--- src/rtl/flip_defs.svh ---
/* sizing and register map of the spin-flip stage
   include wherever a width, depth or word address is needed */
`ifndef FLIP_DEFS_SVH
`define FLIP_DEFS_SVH

// one spin vector and one icon share a wishbone word
`define FLIP_DATASPIN 32

// icon memory geometry
`define FLIP_ICON_DEPTH 64
`define FLIP_ICON_AW 6

// spins per run
`define FLIP_CNT_W 16

// control and status word addresses
`define FLIP_REG_CTRL 0
`define FLIP_REG_LAST 1
`define FLIP_REG_COUNT 2
`define FLIP_REG_STATUS 3

// icon window starts here, its address bit selects icon writes
`define FLIP_ICON_BASE 64

`endif

--- src/rtl/flip_pkg.sv ---
/* shared types of the spin-flip stage
   referenced by scoped name from every block */
`default_nettype none

`include "flip_defs.svh"

package flip_pkg;

    // vectors with a meaning of their own
    typedef logic [`FLIP_DATASPIN-1:0] spin_t;
    typedef logic [`FLIP_ICON_AW-1:0] icon_addr_t;
    // icon count runs 1..64 so it needs one bit more than the address
    typedef logic [`FLIP_ICON_AW:0] icon_len_t;
    typedef logic [`FLIP_CNT_W-1:0] spin_cnt_t;

    // write request into the icon memory
    typedef struct packed {
        logic we;
        icon_addr_t addr;
        spin_t data;
    } icon_wr_t;

    // run configuration held by the host registers
    typedef struct packed {
        logic flip_disable;
        icon_len_t icon_len;
        spin_cnt_t spin_cnt;
    } run_cfg_t;

    typedef enum logic [1:0] {IDLE, PREFETCH, RUN, DONE} run_state_e;

endpackage

`default_nettype wire

--- src/rtl/flip_ctrl_fsm.sv ---
/* run sequencer of the flip stage
   prefetches icon 0, enables the engine and ends the run at the terminal count */
`timescale 1ns/100ps
`default_nettype none

module flip_ctrl_fsm (
    input wire logic clk_i,
    input wire logic arst_n_i,
    input wire logic start_i,
    input wire logic terminal_i,
    input wire logic icon_wrap_i,
    output logic en_o,
    output logic prefetch_o,
    output logic clear_o,
    output logic busy_o,
    output logic done_o,
    output logic wrapped_o
);

    flip_pkg::run_state_e state_q;
    flip_pkg::run_state_e state_d;
    logic start_ok;
    logic wrapped_q;

    // a start only counts while no run is in flight
    assign start_ok = start_i &&
                      ((state_q == flip_pkg::IDLE) || (state_q == flip_pkg::DONE));

    always_comb begin
        state_d = state_q;
        case (state_q)
            flip_pkg::IDLE: begin
                if (start_ok) state_d = flip_pkg::PREFETCH;
            end
            // single cycle, icon 0 lands by the first RUN cycle
            flip_pkg::PREFETCH: state_d = flip_pkg::RUN;
            flip_pkg::RUN: begin
                if (terminal_i) state_d = flip_pkg::DONE;
            end
            flip_pkg::DONE: begin
                if (start_ok) state_d = flip_pkg::PREFETCH;
            end
            default: state_d = flip_pkg::IDLE;
        endcase
    end

    always_ff @(posedge clk_i or negedge arst_n_i) begin
        if (!arst_n_i) begin
            state_q <= flip_pkg::IDLE;
        end else begin
            state_q <= state_d;
        end
    end

    // wrap flag is sticky for the whole run, cleared by the next start
    always_ff @(posedge clk_i or negedge arst_n_i) begin
        if (!arst_n_i) begin
            wrapped_q <= 1'b0;
        end else if (start_ok) begin
            wrapped_q <= 1'b0;
        end else if (icon_wrap_i) begin
            wrapped_q <= 1'b1;
        end
    end

    // drop enable with the terminal count so no extra spin slips in
    assign en_o = (state_q == flip_pkg::RUN) && !terminal_i;
    assign prefetch_o = (state_q == flip_pkg::PREFETCH);
    assign clear_o = start_ok;
    assign busy_o = (state_q == flip_pkg::PREFETCH) || (state_q == flip_pkg::RUN);
    assign done_o = (state_q == flip_pkg::DONE);
    assign wrapped_o = wrapped_q;

endmodule

`default_nettype wire

--- src/rtl/flip_engine.sv ---
/* xors each accepted spin with the current flip icon
   and walks the icon memory through the programmed icon count */
`timescale 1ns/100ps
`default_nettype none

module flip_engine (
    input wire logic clk_i,
    input wire logic arst_n_i,

    // sequencing from the run fsm
    input wire logic en_i,
    input wire logic prefetch_i,
    input wire logic clear_i,
    input wire flip_pkg::run_cfg_t cfg_i,

    // upstream spin stream
    input wire logic prev_spin_valid_i,
    input wire flip_pkg::spin_t prev_spin_i,
    output logic prev_spin_ready_o,

    // downstream flipped stream
    input wire logic flipped_spin_ready_i,
    output flip_pkg::spin_t flipped_spin_o,
    output logic flipped_spin_valid_o,

    // icon memory read port
    output logic icon_ren_o,
    output flip_pkg::icon_addr_t icon_raddr_o,
    input wire flip_pkg::spin_t icon_rdata_i,

    output logic icon_wrap_o
);

    logic in_hs;
    logic bypass;
    logic ren;
    logic at_last;
    flip_pkg::icon_len_t last_idx;
    flip_pkg::icon_addr_t raddr_q;
    flip_pkg::icon_addr_t raddr_next;

    // back-pressure passes straight through, only while enabled
    assign prev_spin_ready_o = en_i & flipped_spin_ready_i;
    assign flipped_spin_valid_o = en_i & prev_spin_valid_i;
    assign in_hs = prev_spin_valid_i & prev_spin_ready_o;

    // bypass forwards spins and stops all icon traffic
    assign bypass = cfg_i.flip_disable;

    // prefetch reads icon 0, every handshake reads the icon for the next spin
    assign ren = (prefetch_i | in_hs) & ~bypass;

    // wrap after the last programmed icon
    assign last_idx = cfg_i.icon_len - 1'b1;
    assign at_last = ({1'b0, raddr_q} == last_idx);
    assign raddr_next = at_last ? '0 : flip_pkg::icon_addr_t'(raddr_q + 1'b1);

    assign icon_ren_o = ren;
    assign icon_raddr_o = raddr_q;
    assign icon_wrap_o = ren & at_last;

    always_ff @(posedge clk_i or negedge arst_n_i) begin
        if (!arst_n_i) begin
            raddr_q <= '0;
        end else if (clear_i) begin
            raddr_q <= '0;
        end else if (ren) begin
            raddr_q <= raddr_next;
        end
    end

    // zero latency flip with the icon held on the memory read port
    assign flipped_spin_o = bypass ? prev_spin_i : (prev_spin_i ^ icon_rdata_i);

endmodule

`default_nettype wire

--- src/rtl/flip_icon_mem.sv ---
/* flip icon storage, written from the host port
   and read by the engine with one cycle of latency */
`timescale 1ns/100ps
`default_nettype none

`include "flip_defs.svh"

module flip_icon_mem (
    input wire logic clk_i,
    input wire logic arst_n_i,

    // host side write request
    input wire flip_pkg::icon_wr_t wr_i,

    // engine side read port
    input wire logic ren_i,
    input wire flip_pkg::icon_addr_t raddr_i,
    output flip_pkg::spin_t rdata_o
);

    // icon array, contents only defined once the host loads them
    flip_pkg::spin_t mem [`FLIP_ICON_DEPTH];

    // write port
    always_ff @(posedge clk_i) begin
        if (wr_i.we) begin
            mem[wr_i.addr] <= wr_i.data;
        end
    end

    // registered read
    // word stays on rdata_o until the next read enable
    always_ff @(posedge clk_i or negedge arst_n_i) begin
        if (!arst_n_i) begin
            rdata_o <= '0;
        end else if (ren_i) begin
            rdata_o <= mem[raddr_i];
        end
    end

endmodule

`default_nettype wire

--- src/rtl/flip_top.sv ---
/* spin-flip stage of the annealer, host registers on wishbone classic
   and a zero-latency valid/ready spin path */
`timescale 1ns/100ps
`default_nettype none

`include "flip_defs.svh"

module flip_top (
    input wire logic clk_i,
    input wire logic arst_n_i,

    // host port
    input wire logic wb_cyc_i,
    input wire logic wb_stb_i,
    input wire logic wb_we_i,
    input wire logic [`FLIP_ICON_AW:0] wb_adr_i,
    input wire flip_pkg::spin_t wb_dat_i,
    input wire logic [3:0] wb_sel_i,
    output logic wb_ack_o,
    output flip_pkg::spin_t wb_dat_o,

    // spin streams
    input wire logic prev_spin_valid_i,
    input wire flip_pkg::spin_t prev_spin_i,
    output logic prev_spin_ready_o,
    input wire logic flipped_spin_ready_i,
    output flip_pkg::spin_t flipped_spin_o,
    output logic flipped_spin_valid_o
);

    flip_pkg::icon_wr_t icon_wr;
    flip_pkg::run_cfg_t cfg;
    flip_pkg::icon_addr_t icon_raddr;
    flip_pkg::spin_t icon_rdata;
    logic start;
    logic busy;
    logic done;
    logic wrapped;
    logic en;
    logic prefetch;
    logic clear;
    logic terminal;
    logic icon_wrap;
    logic icon_ren;
    logic out_hs;

    // counted on the downstream side
    assign out_hs = flipped_spin_valid_o & flipped_spin_ready_i;

    flip_wb_regs regs_i (
        .clk_i(clk_i),
        .arst_n_i(arst_n_i),
        .wb_cyc_i(wb_cyc_i),
        .wb_stb_i(wb_stb_i),
        .wb_we_i(wb_we_i),
        .wb_adr_i(wb_adr_i),
        .wb_dat_i(wb_dat_i),
        .wb_sel_i(wb_sel_i),
        .wb_ack_o(wb_ack_o),
        .wb_dat_o(wb_dat_o),
        .icon_wr_o(icon_wr),
        .cfg_o(cfg),
        .start_o(start),
        .busy_i(busy),
        .done_i(done),
        .wrapped_i(wrapped)
    );

    flip_ctrl_fsm fsm_i (
        .clk_i(clk_i),
        .arst_n_i(arst_n_i),
        .start_i(start),
        .terminal_i(terminal),
        .icon_wrap_i(icon_wrap),
        .en_o(en),
        .prefetch_o(prefetch),
        .clear_o(clear),
        .busy_o(busy),
        .done_o(done),
        .wrapped_o(wrapped)
    );

    // only the terminal flag steers the run
    spin_counter counter_i (
        .clk_i(clk_i),
        .arst_n_i(arst_n_i),
        .clear_i(clear),
        .step_i(out_hs),
        .limit_i(cfg.spin_cnt),
        .count_o(),
        .terminal_o(terminal)
    );

    flip_engine engine_i (
        .clk_i(clk_i),
        .arst_n_i(arst_n_i),
        .en_i(en),
        .prefetch_i(prefetch),
        .clear_i(clear),
        .cfg_i(cfg),
        .prev_spin_valid_i(prev_spin_valid_i),
        .prev_spin_i(prev_spin_i),
        .prev_spin_ready_o(prev_spin_ready_o),
        .flipped_spin_ready_i(flipped_spin_ready_i),
        .flipped_spin_o(flipped_spin_o),
        .flipped_spin_valid_o(flipped_spin_valid_o),
        .icon_ren_o(icon_ren),
        .icon_raddr_o(icon_raddr),
        .icon_rdata_i(icon_rdata),
        .icon_wrap_o(icon_wrap)
    );

    flip_icon_mem mem_i (
        .clk_i(clk_i),
        .arst_n_i(arst_n_i),
        .wr_i(icon_wr),
        .ren_i(icon_ren),
        .raddr_i(icon_raddr),
        .rdata_o(icon_rdata)
    );

endmodule

`default_nettype wire

--- src/rtl/flip_wb_regs.sv ---
/* wishbone classic slave of the flip stage
   holds the run configuration, reports status and steers icon writes */
`timescale 1ns/100ps
`default_nettype none

`include "flip_defs.svh"

module flip_wb_regs (
    input wire logic clk_i,
    input wire logic arst_n_i,

    // wishbone classic slave, word addressed
    input wire logic wb_cyc_i,
    input wire logic wb_stb_i,
    input wire logic wb_we_i,
    input wire logic [`FLIP_ICON_AW:0] wb_adr_i,
    input wire flip_pkg::spin_t wb_dat_i,
    input wire logic [3:0] wb_sel_i,
    output logic wb_ack_o,
    output flip_pkg::spin_t wb_dat_o,

    output flip_pkg::icon_wr_t icon_wr_o,
    output flip_pkg::run_cfg_t cfg_o,
    output logic start_o,

    // status from the run fsm
    input wire logic busy_i,
    input wire logic done_i,
    input wire logic wrapped_i
);

    logic req;
    logic req_q;
    logic fire;
    logic wr;
    logic icon_win;
    flip_pkg::spin_t rd_word;

    // ack only on the first cycle a request is seen
    assign req = wb_cyc_i & wb_stb_i;
    assign fire = req & ~req_q;
    assign wr = fire & wb_we_i;
    assign icon_win = (wb_adr_i >= `FLIP_ICON_BASE);

    // icons go in as whole words
    assign icon_wr_o.we = wr & icon_win & (&wb_sel_i);
    assign icon_wr_o.addr = wb_adr_i[`FLIP_ICON_AW-1:0];
    assign icon_wr_o.data = wb_dat_i;

    always_comb begin
        rd_word = '0;
        if (!icon_win) begin
            case (wb_adr_i)
                `FLIP_REG_CTRL: rd_word[1] = cfg_o.flip_disable;
                `FLIP_REG_LAST: rd_word[`FLIP_ICON_AW:0] = cfg_o.icon_len;
                `FLIP_REG_COUNT: rd_word[`FLIP_CNT_W-1:0] = cfg_o.spin_cnt;
                `FLIP_REG_STATUS: rd_word[2:0] = {wrapped_i, done_i, busy_i};
                default: rd_word = '0;
            endcase
        end
    end

    always_ff @(posedge clk_i or negedge arst_n_i) begin
        if (!arst_n_i) begin
            req_q <= 1'b0;
            wb_ack_o <= 1'b0;
            start_o <= 1'b0;
            // full icon window until the host programs a count
            cfg_o.flip_disable <= 1'b0;
            cfg_o.icon_len <= `FLIP_ICON_DEPTH;
            cfg_o.spin_cnt <= '0;
        end else begin
            req_q <= req;
            wb_ack_o <= fire;
            // start pulses one cycle after the CTRL write
            start_o <= wr && !icon_win && (wb_adr_i == `FLIP_REG_CTRL) &&
                       wb_sel_i[0] && wb_dat_i[0];
            if (wr && !icon_win) begin
                case (wb_adr_i)
                    `FLIP_REG_CTRL: begin
                        if (wb_sel_i[0]) cfg_o.flip_disable <= wb_dat_i[1];
                    end
                    `FLIP_REG_LAST: begin
                        if (wb_sel_i[0]) cfg_o.icon_len <= wb_dat_i[`FLIP_ICON_AW:0];
                    end
                    `FLIP_REG_COUNT: begin
                        if (wb_sel_i[0]) cfg_o.spin_cnt[7:0] <= wb_dat_i[7:0];
                        if (wb_sel_i[1]) cfg_o.spin_cnt[15:8] <= wb_dat_i[15:8];
                    end
                    default: ;
                endcase
            end
        end
    end

    // read word captured with the ack
    always_ff @(posedge clk_i) begin
        if (fire) begin
            wb_dat_o <= rd_word;
        end
    end

endmodule

`default_nettype wire

--- src/rtl/spin_counter.sv ---
/* counts flipped spins taken downstream during a run
   and flags the programmed terminal count */
`timescale 1ns/100ps
`default_nettype none

module spin_counter (
    input wire logic clk_i,
    input wire logic arst_n_i,
    input wire logic clear_i,
    // one output handshake
    input wire logic step_i,
    input wire flip_pkg::spin_cnt_t limit_i,
    output flip_pkg::spin_cnt_t count_o,
    output logic terminal_o
);

    flip_pkg::spin_cnt_t count_q;

    // terminal as soon as the limit is reached, a zero limit ends at once
    assign terminal_o = (count_q == limit_i);
    assign count_o = count_q;

    always_ff @(posedge clk_i or negedge arst_n_i) begin
        if (!arst_n_i) begin
            count_q <= '0;
        end else if (clear_i) begin
            count_q <= '0;
        end else if (step_i && !terminal_o) begin
            // saturate at the limit
            count_q <= count_q + 1'b1;
        end
    end

endmodule

`default_nettype wire

--- config.mk ---
export PLATFORM = sky130hd
export DESIGN_NAME = flip_top
export DESIGN_NICKNAME = d
export VERILOG_FILES = /design/src/rtl/flip_pkg.sv /design/src/rtl/flip_ctrl_fsm.sv /design/src/rtl/flip_engine.sv /design/src/rtl/flip_icon_mem.sv /design/src/rtl/flip_top.sv /design/src/rtl/flip_wb_regs.sv /design/src/rtl/spin_counter.sv
export VERILOG_INCLUDE_DIRS = /design/src /design/src/rtl
export SDC_FILE = /design/constraint.sdc
export NUM_CORES = 2
export LEC_CHECK = 0
export ABC_AREA = 1
export BUFFER_PORTS_ARGS = -buffer_cell sky130_fd_sc_hd__buf_2
export CAP_MARGIN = 25
export CORE_MARGIN = 5
export CORE_UTILIZATION = 60
export DETAILED_ROUTE_END_ITERATION = 10
export PLACE_DENSITY_LB_ADDON = 0.2
export SYNTH_ARGS = -nofsm -noshare
export SYNTH_HDL_FRONTEND = slang
export SYNTH_HIERARCHICAL = 1
export SYNTH_SLANG_ARGS = --single-unit
--- constraint.sdc ---
create_clock -name clk_i -period 5.86 [get_ports clk_i]
set_input_delay 0.293 -clock clk_i [delete_from_list [all_inputs] [get_ports clk_i]]
set_output_delay 0.293 -clock clk_i [all_outputs]
set_load 0.02 [all_outputs]
==> flow_summary.yaml <==
sta:
  max_slew_margin: 0.237
  fin_tns_setup_ps: 0
  rsz0062_at_grt: "no"
  min_period_ps: 3820
  tightestPinTransition_ps: 1140
  finalHoldViolCount: 0
  fmax_mhz: 262
  setup_viol_count_final: 0
  fin_skew_ps: 44.7
  slew_violations: 0
  period_share: 0.652
clocking:
  h-tree-depth: 4
  cts_tree: "built"
  cts_resized: 0
  cts_setup_buffers: 0
  root_buffer: "clkbuf_16"
  clock_path_buffers: 3
  clk_pin_slew_ps: 60
  clock-sinks: 2148
  numCtsBuffers: 208
  clock_latency_ps: 870
synth:
  synth_ff_type: "edfxtp_1"
  synth_common_cells: "nand2_1 (2362), nand3_1 (2082), edfxtp_1 (2064)"
  ys_types: 36
  ys_seq_area_frac: 0.724
  yosysMostFrequentCell: "nand2_1"
  ys_async_sr_fraction: 0.0391
  synth_top_area_share: 0.701
  synth_area_per_cell_sq_um: 11.8
  synth_seq_cells: 2148
  synth_edf_count: 2064
  yosys_warnings: 6
  syn_inst: 7508
  synth.area.top_cells: "edfxtp_1 (70%), nand3_1 (12%), nand2_1 (10%)"
  synth_top_cell_by_area: "edfxtp_1"
  syn-cell-area_sq_um: 88500
power:
  total_power_mw: 44.1
  p_int_mw: 27.4
  switching_power_mw: 16.7
  combPwrFrac: 0.319
  pwr_density_cell_nw_per_um2: 451
  p_seq_frac: 0.394
  leakage_nw: 35.0
  peakVddDrop_uv: 409
  clkPwrFrac: 0.287
  p_sw_frac: 0.378
hold_path:
  hp-class: "primary input to async pin"
routing:
  drc: 0
  vias: 60140
  wirelength_microns: 255000
  wl_per_cell_microns: 26.6
  drtPass1Iterations: 8
  viasPerCell: 6.26
  ant_nets: 0
  drtIter0Drc: 9134
worst_setup_path:
  r2r_start: "engine_i/icon_raddr_o[0]$_DFFE_PN0P_"
  end_kind: "register"
  cp.required_ps: 6660
  startpoint_type: "register"
  crit_arrival_ps: 4620
  critPathLaunch: "engine_i/icon_raddr_o[0]$_DFFE_PN0P_"
  critPathKind: "register to register"
  worstPathMaxFanout: 182
run:
  drv_cap: 0
place:
  portBuffers: 132
  routabilityCongestion: 0.919
  hpwl_microns: 142000
final_layout:
  drive_gt1_frac: 0.0873
  areaGrowthSynthToFinish_pct: 10.6
  nNetsFinal: 7581
floorplan:
  die_h_microns: 394
  fp.coreArea_sq_um: 147000
  initial_core_util: 0.601
  die_area_sq_um: 155000
  dieWidth_microns: 394
  io_pins: 149
  rows: 141
global_route:
  grt_pass1_vias: 55792
  track_usage: 0.323
  antenna_found_initial: 10
  grt_max_degree: 183
  grt_pass1_wl_microns: 373000
  overflow: 0
outcome:
  outcome: "completed"
==> path summary, 6_finish.rpt <==
check,depth (start not counted),slack [ps],end
setup / recovery,10,2040,mem_i/rdata_o[9]$_DFFE_PN0P_
hold / removal,3,70,counter_i/count_o[5]$_DFFE_PN0P_
setup reg to reg,10,2040,mem_i/rdata_o[9]$_DFFE_PN0P_
hold reg to reg,2,490,mem_i/rdata_o[31]$_DFFE_PN0P_
max in group asynchronous,3,4720,regs_i/cfg_o[12]$_DFFE_PN0P_
min in group clk_i,6,70,engine_i/icon_raddr_o[2]$_DFFE_PN0P_
==> stage by stage <==
stage / setup WS, ps / instances / cell area [sq um] / utilization / hold WS (ps)
CTS: 2210 / 9585 / 97500 / 0.663 / 5.63
global placement: 2020 / 9138 / 90000 / 0.612 / 179
floorplan: 938 / 7523 / 88500 / - / -2.59
finish: 2040 / 9602 / 97800 / 0.665 / 68.8
global route: 2020 / 9601 / 97800 / 0.665 / 59.8
detailed placement: 2200 / 9180 / 91000 / 0.618 / 181
==> sequential cells by signal, indices dropped and copies added (netlist names), 2 cells and up <==
name	count
mem_i/rdata_o	32
counter_i/count_o	16
regs_i/cfg_o	24
mem_i/mem	2048
fsm_i/state_q	2
engine_i/icon_raddr_o	6
regs_i/wb_dat_o	16
==> layout by cell type (no fill, tap or decap), types with 4 or more instances in the layout <==
master,Yosys,final
bufinv_16,0,9
nand4_1,34,34
nor2_1,111,55
dfrtp_1,83,77
clkbuf_1,96,67
nand2_4,5,5
inv_2,13,13
nand3_2,5,5
a21oi_2,4,4
clkinv_8,0,6
xor2_1,44,44
dlygate4sd3_1,0,17
edfxtp_1,2064,2064
nand3_1,2082,2082
nor2_2,6,6
nor4_2,0,9
inv_16,0,4
conb_1,1,16
buf_16,0,16
ha_1,7,7
nand2_1,2362,2362
buf_12,2,58
nand2_2,9,9
inv_1,122,119
clkinv_2,1,33
clkbuf_16,0,208
buf_4,103,94
dfrtp_4,0,5
clkinvlp_4,0,4
inv_6,0,5
nor2_4,6,62
buf_2,244,102
clkinv_1,0,53
==> what timing repair did <==
action / 4_1_cts / 5_1_grt
hold endpoints to repair: 141 / 8
hold buffers: 16 / 1
endpoints found under the setup margin: 0 / 0
==> cell type report <==
cell class	instances	area, sq um
Antenna cell	1	2.50
Clock buffer	276	5470
Clock inverter	113	912
Fill cell	10507	49300
Inverter	138	558
Multi-Input combinational cell	4709	21400
Sequential cell	2148	64100
Tap cell	1930	2410
Timing Repair Buffer	287	2990
==> worst max-delay path: stages (launching register included) <==
cell,delay [ps]
dfrtp_4,770
inv_16,590
buf_4,760
nand2_1,140
nand3_1,130
nand3_1,100
nand3_1,180
nand3_1,240
nand3_1,330
nand3_1,120
nand2_1,90
==> power by group through the flow <==
stage / clock [mW] / combinational, mW / sequential [mW]
2_1_floorplan: 0 / 9.19 / 17.3
3_3_place_gp: 0 / 13.4 / 17.7
3_5_place_dp: 0 / 13.6 / 17.7
4_1_cts: 12.8 / 13.7 / 17.4
5_1_grt: 13.4 / 15.0 / 17.4
6_report: 12.7 / 14.0 / 17.4
==> per-layer routing <==
metal	share of wire	global-route usage	up-vias
met5	0.00011	0.00185	-
met4	0.047	0.137	4
met3	0.14	0.0850	556
met2	0.44	0.475	4068
met1	0.37	0.463	29138
li1	-	-	26374
==> cell families (layout without fill, tap and decap cells) <==
logic type	count (synthesis)	in the layout	synth area share
DFF	2148	2148	0.724
and+or+nand+nor	4638	4638	0.230
xor gates and xnor gates	44	44	0.00436
other	1	17	0.0000424
buffers and inverters	666	814	0.0398
AOI/OAI and AO/OA	4	4	0.000396
adders and majority gates	7	7	0.000990
(Power assumes the default switching activity.)
